### src/hw/rsa_pkg.sv
`default_nettype none

package rsa_pkg;

    typedef logic [4:0]  avm_addr_t;    // word address on the bus
    typedef logic [31:0] avm_word_t;
    typedef logic [7:0]  io_byte_t;     // one serial byte

    // register byte offsets of the serial port
    localparam avm_addr_t rx_base     = 5'd0;
    localparam avm_addr_t tx_base     = 5'd4;
    localparam avm_addr_t status_base = 5'd8;

    localparam int rx_ok_bit = 7;       // rx holds a byte
    localparam int tx_ok_bit = 6;       // tx can take a byte

    typedef struct packed {
        avm_addr_t address;
        logic      read;
        logic      write;
    } avm_cmd_t;

    typedef enum logic [2:0] {
        get_n, get_d, get_enc, calc, send_dec
    } wrap_state_e;

    typedef enum logic {poll, xfer} io_phase_e;

    typedef enum logic [1:0] {
        idle, prep, loop, done
    } core_state_e;

endpackage

`default_nettype wire

### src/hw/rsa_avm_wrapper.sv
`timescale 1ns/1ps
`default_nettype none

module rsa_avm_wrapper #(
    parameter int bitwidth = 256
) (
    input  wire                     avm_clk,
    input  wire                     avm_rst,
    output rsa_pkg::avm_addr_t      avm_address,
    output logic                    avm_read,
    input  wire rsa_pkg::avm_word_t avm_readdata,
    output logic                    avm_write,
    output rsa_pkg::avm_word_t      avm_writedata,
    input  wire                     avm_waitrequest,
    output logic                    calc_req,
    output logic [bitwidth-1:0]     n,
    output logic [bitwidth-1:0]     d,
    output logic [bitwidth-1:0]     enc,
    input  wire                     calc_ack,
    input  wire  [bitwidth-1:0]     dec
);
    typedef logic [$clog2(bitwidth/8)-1:0] byte_cnt_t;

    localparam rsa_pkg::avm_cmd_t poll_cmd =
        '{address: rsa_pkg::status_base, read: 1'b1, write: 1'b0};
    localparam rsa_pkg::avm_cmd_t rd_cmd =
        '{address: rsa_pkg::rx_base, read: 1'b1, write: 1'b0};
    localparam rsa_pkg::avm_cmd_t wr_cmd =
        '{address: rsa_pkg::tx_base, read: 1'b0, write: 1'b1};
    localparam rsa_pkg::avm_cmd_t idle_cmd =
        '{address: rsa_pkg::status_base, read: 1'b0, write: 1'b0};

    rsa_pkg::wrap_state_e state_r;
    rsa_pkg::wrap_state_e next_state;
    rsa_pkg::io_phase_e   phase_r;
    rsa_pkg::avm_cmd_t    cmd_r;
    byte_cnt_t            byte_cnt_r;
    logic                 calc_req_r;
    logic [bitwidth-1:0]  n_r;
    logic [bitwidth-1:0]  d_r;
    logic [bitwidth-1:0]  enc_r;
    logic [bitwidth-1:0]  dec_r;
    rsa_pkg::io_byte_t    rx_byte;
    rsa_pkg::io_byte_t    tx_byte;
    logic                 get_state;
    logic                 ok_bit;
    logic                 xfer_done;
    logic                 last_byte;

    // msb first, new byte enters at the bottom
    function automatic logic [bitwidth-1:0] shift_in(input logic [bitwidth-1:0] v,
                                                     input rsa_pkg::io_byte_t b);
        return {v[bitwidth-9:0], b};
    endfunction

    assign get_state = state_r inside {rsa_pkg::get_n, rsa_pkg::get_d, rsa_pkg::get_enc};
    assign ok_bit    = get_state ? avm_readdata[rsa_pkg::rx_ok_bit]
                                 : avm_readdata[rsa_pkg::tx_ok_bit];
    assign xfer_done = (phase_r == rsa_pkg::xfer) && !avm_waitrequest;
    assign last_byte = get_state ? byte_cnt_r == byte_cnt_t'(bitwidth/8 - 1)
                                 : byte_cnt_r == byte_cnt_t'(bitwidth/8 - 2);  // top byte dropped

    assign rx_byte       = avm_readdata[7:0];
    assign tx_byte       = dec_r[bitwidth-9 -: 8];
    assign avm_address   = cmd_r.address;
    assign avm_read      = cmd_r.read;
    assign avm_write     = cmd_r.write;
    assign avm_writedata = rsa_pkg::avm_word_t'(tx_byte);
    assign calc_req      = calc_req_r;
    assign n             = n_r;
    assign d             = d_r;
    assign enc           = enc_r;

    always_comb begin
        case (state_r)
            rsa_pkg::get_n:   next_state = rsa_pkg::get_d;
            rsa_pkg::get_d:   next_state = rsa_pkg::get_enc;
            rsa_pkg::get_enc: next_state = rsa_pkg::calc;
            default:          next_state = rsa_pkg::get_enc;   // key is kept
        endcase
    end

    always_ff @(posedge avm_clk or posedge avm_rst) begin
        if (avm_rst) begin
            state_r    <= rsa_pkg::get_n;
            phase_r    <= rsa_pkg::poll;
            cmd_r      <= poll_cmd;
            byte_cnt_r <= '0;
            calc_req_r <= 1'b0;
        end else if (state_r != rsa_pkg::calc) begin
            if (phase_r == rsa_pkg::poll) begin
                if (!avm_waitrequest && ok_bit) begin
                    cmd_r   <= get_state ? rd_cmd : wr_cmd;
                    phase_r <= rsa_pkg::xfer;
                end
            end else if (!avm_waitrequest) begin
                phase_r    <= rsa_pkg::poll;
                cmd_r      <= poll_cmd;
                byte_cnt_r <= byte_cnt_r + 1'b1;
                if (last_byte) begin
                    byte_cnt_r <= '0;
                    state_r    <= next_state;
                    if (state_r == rsa_pkg::get_enc)
                        cmd_r <= idle_cmd;  // bus quiet while the core runs
                end
            end
        end else if (!calc_req_r) begin
            calc_req_r <= !calc_ack;        // wait for the old ack to clear
        end else if (calc_ack) begin
            calc_req_r <= 1'b0;
            state_r    <= rsa_pkg::send_dec;
            cmd_r      <= poll_cmd;
        end
    end

    always_ff @(posedge avm_clk) begin
        if (xfer_done && state_r == rsa_pkg::get_n)
            n_r <= shift_in(n_r, rx_byte);
        if (xfer_done && state_r == rsa_pkg::get_d)
            d_r <= shift_in(d_r, rx_byte);
        if (xfer_done && state_r == rsa_pkg::get_enc)
            enc_r <= shift_in(enc_r, rx_byte);
        if (calc_req_r && calc_ack)
            dec_r <= dec;
        else if (xfer_done && state_r == rsa_pkg::send_dec)
            dec_r <= dec_r << 8;            // next byte down
    end

endmodule

`default_nettype wire

### config.mk
export PLATFORM = sky130hd
export DESIGN_NAME = rsa_avm_wrapper
export DESIGN_NICKNAME = d
export VERILOG_FILES = /design/src/hw/rsa_pkg.sv /design/src/hw/rsa_avm_wrapper.sv
export SDC_FILE = /design/constraint.sdc
export NUM_CORES = 1
export LEC_CHECK = 0
export ABC_AREA = 0
export CELL_PAD_IN_SITES_DETAIL_PLACEMENT = 0
export CELL_PAD_IN_SITES_GLOBAL_PLACEMENT = 1
export CORE_AREA = 2 2 422 424
export CTS_CLUSTER_DIAMETER = 50
export CTS_CLUSTER_SIZE = 40
export DETAILED_ROUTE_END_ITERATION = 8
export DIE_AREA = 0 0 424 426
export DONT_BUFFER_PORTS = 1
export PLACE_DENSITY_LB_ADDON = 0.2
export SYNTH_ARGS = -nofsm -noshare
export SYNTH_HDL_FRONTEND = slang
export SYNTH_SLANG_ARGS = --single-unit
### constraint.sdc
create_clock -name avm_clk -period 40.3 [get_ports avm_clk]
set_clock_uncertainty 0.1 [all_clocks]
set_input_delay 8.06 -clock avm_clk [delete_from_list [all_inputs] [get_ports avm_clk]]
set_output_delay 8.06 -clock avm_clk [all_outputs]
set_load 0.01 [all_outputs]
==> results of run 1 <==
==> layout make-up <==
cell class              count  area [um2]
fillers                 17902      134000
multi-input cells         338        3350
inverters                   4        15.0
clock inverters            94        1160
well taps                2340        2930
repair buffers             20         163
clock buffers             115        2840
diodes                     17        42.5
flip-flops and latches   1029       30800
==> power groups by stage <==
| stage | Clock, W | Combinational [W] | Sequential, W |
|---|---|---|---|
| after floorplan | 0 | 0.000163 | 0.00148 |
| after global placement | 0 | 0.000191 | 0.00143 |
| after detailed placement | 0 | 0.000194 | 0.00143 |
| after CTS | 0.00113 | 0.000194 | 0.00141 |
| after global routing | 0.00117 | 0.000212 | 0.00142 |
| final | 0.00109 | 0.000188 | 0.00141 |
==> cell families after synthesis <==
logic type | Yosys count | share of synthesized area
flops | 1029 | 0.893
mux | 244 | 0.0799
buf+inv | 73 | 0.0132
simple gates | 44 | 0.00783
compound gates | 20 | 0.00439
xor+xnor | 2 | 0.000725
fa+ha+maj | 1 | 0.000362
other cells | 1 | 0.000109
==> cells in the mapped netlist, drive strengths merged <==
| master | number |
|---|---|
| nor4 | 3 |
| conb | 1 |
| mux2 | 244 |
| a21oi | 4 |
| or3 | 1 |
| nor2b | 1 |
| inv | 4 |
| and3 | 8 |
| a221o | 1 |
| o21ai | 6 |
| o41ai | 1 |
| a211o | 1 |
| o22a | 1 |
| a21o | 1 |
| nand4 | 3 |
| or2 | 2 |
| xnor2 | 1 |
| nor4b | 1 |
| a22oi | 1 |
| dfstp | 2 |
| dfrtp | 11 |
| ha | 1 |
| nand2 | 8 |
| o221ai | 1 |
| nor2 | 4 |
| xor2 | 1 |
| nand3 | 3 |
| nand2b | 4 |
| nor3b | 1 |
| nand3b | 2 |
| and4 | 1 |
| nor3 | 2 |
| clkbuf | 3 |
| a22o | 3 |
| edfxtp | 1016 |
| buf | 66 |
==> cell usage in the layout, fill, tap and decap left out, drive strengths merged, types with 3 or more instances in the layout <==
cell type  instances
nor4               3
and3               8
nor2               4
diode             17
clkinv            35
inv               45
clkbuf           115
nand4              3
edfxtp          1016
conb              27
bufinv            10
a21oi              4
nand2b             4
nand2              8
nand3              3
clkinvlp           8
o21ai              6
mux2             244
a22o               3
dfrtp             11
buf               20
==> registers in the layout (all words and copies together), names as in the netlist <==
register,count
avm_address,2
avm_read,1
byte_cnt_r,5
calc_req,1
d,256
dec_r,248
enc,256
n,256
phase_r,1
state_r,3
==> stage by stage <==
stage	cell area, um2	worst slack [ns]	utilization	hold WS [ns]
after floorplan	34600	4.40	-	0.399
after global placement	37300	28.07	0.212	0.414
after detailed placement	37300	27.94	0.212	0.413
after CTS	41300	28.83	0.235	0.385
after global routing	41300	28.61	0.235	0.402
final	41300	28.86	0.235	0.389
==> worst reg2reg max path: cells and delay by family, from the launching register on <==
family,cells,cell delay (ns)
buffers and inverters,4,2.92
flip-flops,1,0.53
AND/OR/NAND/NOR,2,0.59
==> routing by layer <==
metal / vias to the layer above / wire length [um]
met4: 54 / 2970
met5: - / 377
li1: 5861 / -
met2: 763 / 58000
met1: 7305 / 31600
met3: 282 / 10500
==> worst paths after layout <==
path | startpoint | endpoint
max | avm_waitrequest | n[253]$_DFFE_PP_
min | dec_r[216]$_DFFE_PP_ | dec_r[224]$_DFFE_PP_
max reg2reg | phase_r$_DFFE_PP0N_ | n[253]$_DFFE_PP_
min reg2reg | dec_r[216]$_DFFE_PP_ | dec_r[224]$_DFFE_PP_
max in group asynchronous | avm_rst | byte_cnt_r[3]$_DFFE_PP0P_
min in group asynchronous | avm_rst | calc_req$_DFFE_PP0P_
==> metrics.md, run 1 <==
| Metric | Value |
|---|---|
| Status | `finished clean` |
| Worst Path Required | `40.53 ns` |
| Final worst-path cycle share | `0.284` |
| Crit-path most repeated cell | `buf_4` |
| HP Class | `register to register` |
| Slew HR | `0.337` |
| Bufs and invs on worst path | `4` |
| Slew @ Worst Pin | `0.994 ns` |
| CP Data Arrival Time | `11.67 ns` |
| Share of layout cells above drive strength 1 | `0.186` |
| Post-Place Cells | `3731` |
| Post-Syn Area | `34500 um2` |
| Setup Fix Bufs, Post-CTS | `0` |
| Cells after Synth | `1414` |
| Die Area | `181000 um2` |
| Combinational share of power | `0.070` |
| Pleak | `12.7 nW` |
| Drt via density | `3.61` |
| Number of synthesized register bits | `1029` |
| Pins Over Slew Limit | `0` |
| RSZ-0062 raised after global routing | `no` |
| Routed via count | `14265` |
| Crit. path cell count | `6` |
| Internal power | `0.00200 W` |
| Synth cell types | `46` |
| Crit path kind | `input port to register` |
| Wire per inst | `26.1 um` |
| I/O pin count | `1100` |
| Clock tree buffer depth | `3` |
| GR Util met1 | `0.0977` |
| Total GRT Usage | `0.108` |
| HPWL Detailed | `77.3 mm` |
| First-pass GRT wire length | `135 mm` |
| Most Crowded Layer GR | `met2` |
| Clk Tree Root Cell | `clkbuf_16` |
| Final GP Congestion | `0.853` |
| Pwr/cell area | `65.0 nW/um2` |
| Die span in x | `424 um` |
| Detailed Routing Iterations Pass 1 | `4` |
| Final Power | `0.00269 W` |
| Synth-to-Final Area Change | `19.8%` |
| Average size of a mapped cell | `24.4 um2` |
| Post-CTS Hold Buffers | `0` |
| Latest clock arrival within the worst-skew pair | `0.75 ns` |
| GRT Residual Overflow | `0` |
| Port bufs | `0` |
| Fmax | `0.0874 GHz` |
| Startpoint Class | `input port` |
| Final nets | `1798` |
| Sw Ratio | `0.254` |
| Synth top area share | `0.884` |
| R2R setup slack | `35.74 ns` |
| Sequential Power Share | `0.524` |
| Number of clock sinks | `1029` |
| Vias in the first global route | `14345` |
| # resized after CTS | `0` |
| Synth area leaders | `edfxtp_1, mux2_1, mux2_2` |
| Sequential area share after synthesis | `0.893` |
| Crit-path leading delay family | `buffers and inverters` |
| Initial Util | `0.196` |
| CTS tree | `yes` |
| Worst Setup End Kind | `register` |
| YS warnings | `0` |
| Drt total wl | `103 mm` |
| Clock power frac | `0.406` |
| DIE HEIGHT | `426 um` |
| Slowest cell on crit path | `buf_4` |
| Remaining DRCs | `0` |
| R2r worst-path depth | `6` |
| Largest stage delay, worst path | `0.81 ns` |
| Met3 usage | `0.0524` |
| TNS Setup | `0 ns` |
| Critical-path cell list | `nand2b_2, nor4_2, buf_4, buf_4, buf_4, buf_4` |
| Worst-path fanout max | `67` |
| Hold depth | `1` |
| Largest area contributor in the netlist | `edfxtp_1` |
| Number of max-cap violations | `0` |
| Endpoints failing hold | `0` |
| DR iter-0 viols | `965` |
| Row Count | `154` |
| VDD IR max | `0.0000348 V` |
| Min Tclk post-route | `11.44 ns` |
| Met2 usage | `0.210` |
| Psw | `0.000682 W` |
| Core box area | `176000 um2` |
| CTS HTree Levels | `3` |
| Reg clk slew, reported paths | `0.06 ns` |
| Final setup vio count | `0` |
| Cts bufs inserted | `112` |
| Post-DRT Antenna Nets | `0` |
| Final Non-Filler Cells | `3957` |
| Pin count of the biggest net entering global routing | `96` |
| Initial antenna violation count | `95` |
(Power assumes the default switching activity.)
==> run 2, diff against run 1 <==
- ABC_AREA: 0 -> 1
- CORE_AREA: 2 2 422 424 -> 2 2 427 429
- DIE_AREA: 0 0 424 426 -> 0 0 429 431
- clock period: 40.3 -> 11.3 ns (I/O delays scaled with it)
==> metrics.md, run 2 <==
| Metric | Value |
|---|---|
| Post-Place Cells | `3782` |
| Final worst-path cycle share | `0.412` |
| Cells after Synth | `1433` |
| Leading cell type in the layout, fill and taps excluded | `edfxtp_1` |
| Drt via density | `3.57` |
| Final nets | `1826` |
| Remaining DRCs | `0` |
| Clock tree buffer depth | `3` |
| Min-Delay Startpoint | `dec_r[24]$_DFFE_PP_` |
| Average size of a mapped cell | `24.6 um2` |
| First-pass GRT wire length | `145 mm` |
| Synth area leaders | `edfxtp_1, mux2_4, mux2_2` |
| Most frequent cells after synthesis | `edfxtp_1, mux2_4, mux2_2, buf_4, nand2_1` |
| Startpoint Class | `input port` |
| Clk Tree Root Cell | `clkbuf_16` |
| Largest area contributor in the netlist | `edfxtp_1` |
| DR iter-0 viols | `1341` |
| Pleak | `13.9 nW` |
| Row Count | `156` |
| FF-to-FF Start | `state_r[2]$_DFFE_PP0P_` |
| YS warnings | `0` |
| Setup Fix Bufs, Post-CTS | `0` |
| Final hold slack | `0.401 ns` |
| Wire per inst | `27.8 um` |
| Port bufs | `0` |
| Initial antenna violation count | `20` |
| Drt total wl | `111 mm` |
| Synth top area share | `0.864` |
| Routed via count | `14321` |
| RSZ-0062 raised after global routing | `no` |
| Worst-path fanout max | `59` |
| Synth cell types | `25` |
| Leading cell types in the layout, fill and taps excluded | `edfxtp_1, mux2_4, clkbuf_16, mux2_2, conb_1` |
| VDD IR max | `0.000131 V` |
| Post-DRT Antenna Nets | `0` |
| Number of max-cap violations | `0` |
| Final GP Congestion | `0.837` |
| Ys async rst share | `0.0126` |
| Synth-to-Final Area Change | `19.9%` |
| Pins Over Slew Limit | `0` |
| CTS tree | `yes` |
| # resized after CTS | `0` |
| Number of clock sinks | `1029` |
| DIE HEIGHT | `431 um` |
| CP Data Arrival Time | `4.95 ns` |
| Die Area | `185000 um2` |
| Pin count of the biggest net entering global routing | `174` |
| Final Non-Filler Cells | `4012` |
| Core box area | `180000 um2` |
| Number of synthesized register bits | `1029` |
| Worst Setup End Kind | `register` |
| Endpoints failing hold | `0` |
| Slew @ Worst Pin | `1.29 ns` |
| Crit. Startpoint | `avm_waitrequest` |
| Initial Util | `0.196` |
| Share of layout cells above drive strength 1 | `0.292` |
| Worst Path Required | `11.59 ns` |
| Fmax | `0.215 GHz` |
| Fin area | `42300 um2` |
| DP Worst Slack | `5.72 ns` |
| Reg clk slew, reported paths | `0.06 ns` |
| Pwr/cell area | `222 nW/um2` |
| CTS HTree Levels | `3` |
| HP Class | `register to register` |
| Latest clock arrival within the worst-skew pair | `0.78 ns` |
| Crit path kind | `input port to register` |
| Worst setup margin | `6.64 ns` |
| Final setup vio count | `0` |
| Post-synth EDFFs | `1016` |
| Die span in x | `429 um` |
| Cell Area, Placed | `38000 um2` |
| Post-CTS Hold Buffers | `0` |
| GRT Residual Overflow | `0` |
| Ys flop type | `edfxtp_1` |
| Cts bufs inserted | `119` |
| Total GRT Usage | `0.115` |
| Vias in the first global route | `14495` |
| Slew HR | `0.139` |
| Post-Syn Area | `35300 um2` |
| Min Tclk post-route | `4.66 ns` |
| I/O pin count | `1100` |
| Sequential area share after synthesis | `0.873` |
| Detailed Routing Iterations Pass 1 | `5` |
| Most frequent cell after synthesis | `edfxtp_1` |
| Status | `finished clean` |
| HPWL Detailed | `83.8 mm` |
-- run 2: routing by layer --
| metal | global-route usage | vias to the layer above | share of wire |
|---|---|---|---|
| met2 | 0.217 | 698 | 0.56 |
| met4 | 0.0288 | 26 | 0.019 |
| met5 | 0 | - | 0.0014 |
| li1 | - | 5860 | - |
| met3 | 0.0576 | 150 | 0.11 |
| met1 | 0.108 | 7587 | 0.32 |
-- run 2: final timing paths --
check	end	slack, ns	depth (start not counted)
setup / recovery	d[40]$_DFFE_PP_	6.64	5
hold / removal	dec_r[32]$_DFFE_PP_	0.40	1
setup reg to reg	enc[254]$_DFFE_PP_	7.46	7
hold reg to reg	dec_r[32]$_DFFE_PP_	0.40	1
max in group asynchronous	byte_cnt_r[4]$_DFFE_PP0P_	9.30	1
min in group asynchronous	calc_req$_DFFE_PP0P_	1.40	1
-- run 2: worst max-delay path, stage by stage --
cell and delay (ns):
inv_1 0.05, nand2_1 0.23, nor3_4 0.70, buf_4 0.73, buf_4 0.78
-- run 2: final cells by class --
type | count | area [um2]
well taps | 2370 | 2970
clock inverters | 104 | 1300
repair buffers | 16 | 158
inverters | 20 | 75.1
clock buffers | 122 | 2990
flip-flops and latches | 1029 | 30800
diodes | 4 | 10.0
fillers | 18314 | 138000
multi-input cells | 347 | 4000
-- run 2: cell families after synthesis --
kind of cell | synth area share
adders and majority gates | 0.000354
muxes | 0.0979
buffers and inverters | 0.0177
other | 0.000106
and+or+nand+nor | 0.00879
DFF | 0.873
xor gates and xnor gates | 0.000248
AOI/OAI and AO/OA | 0.00152
-- run 2: stage by stage --
stage	util	TNS [ns]	total power, W
finish	0.235	0	0.00938
global placement	0.211	0	0.00537
CTS	0.235	0	0.00953
floorplan	-	-470.77	0.00524
global route	0.235	0	0.00975
detailed placement	0.211	0	0.00537
-- run 2: report_power, final --
part           total, W  leakage (nW)  internal (W)  switching, W
Sequential      0.00483          9.53       0.00459      0.000242
Clock           0.00411          2.06       0.00230       0.00181
Combinational  0.000443          2.29      0.000218      0.000225
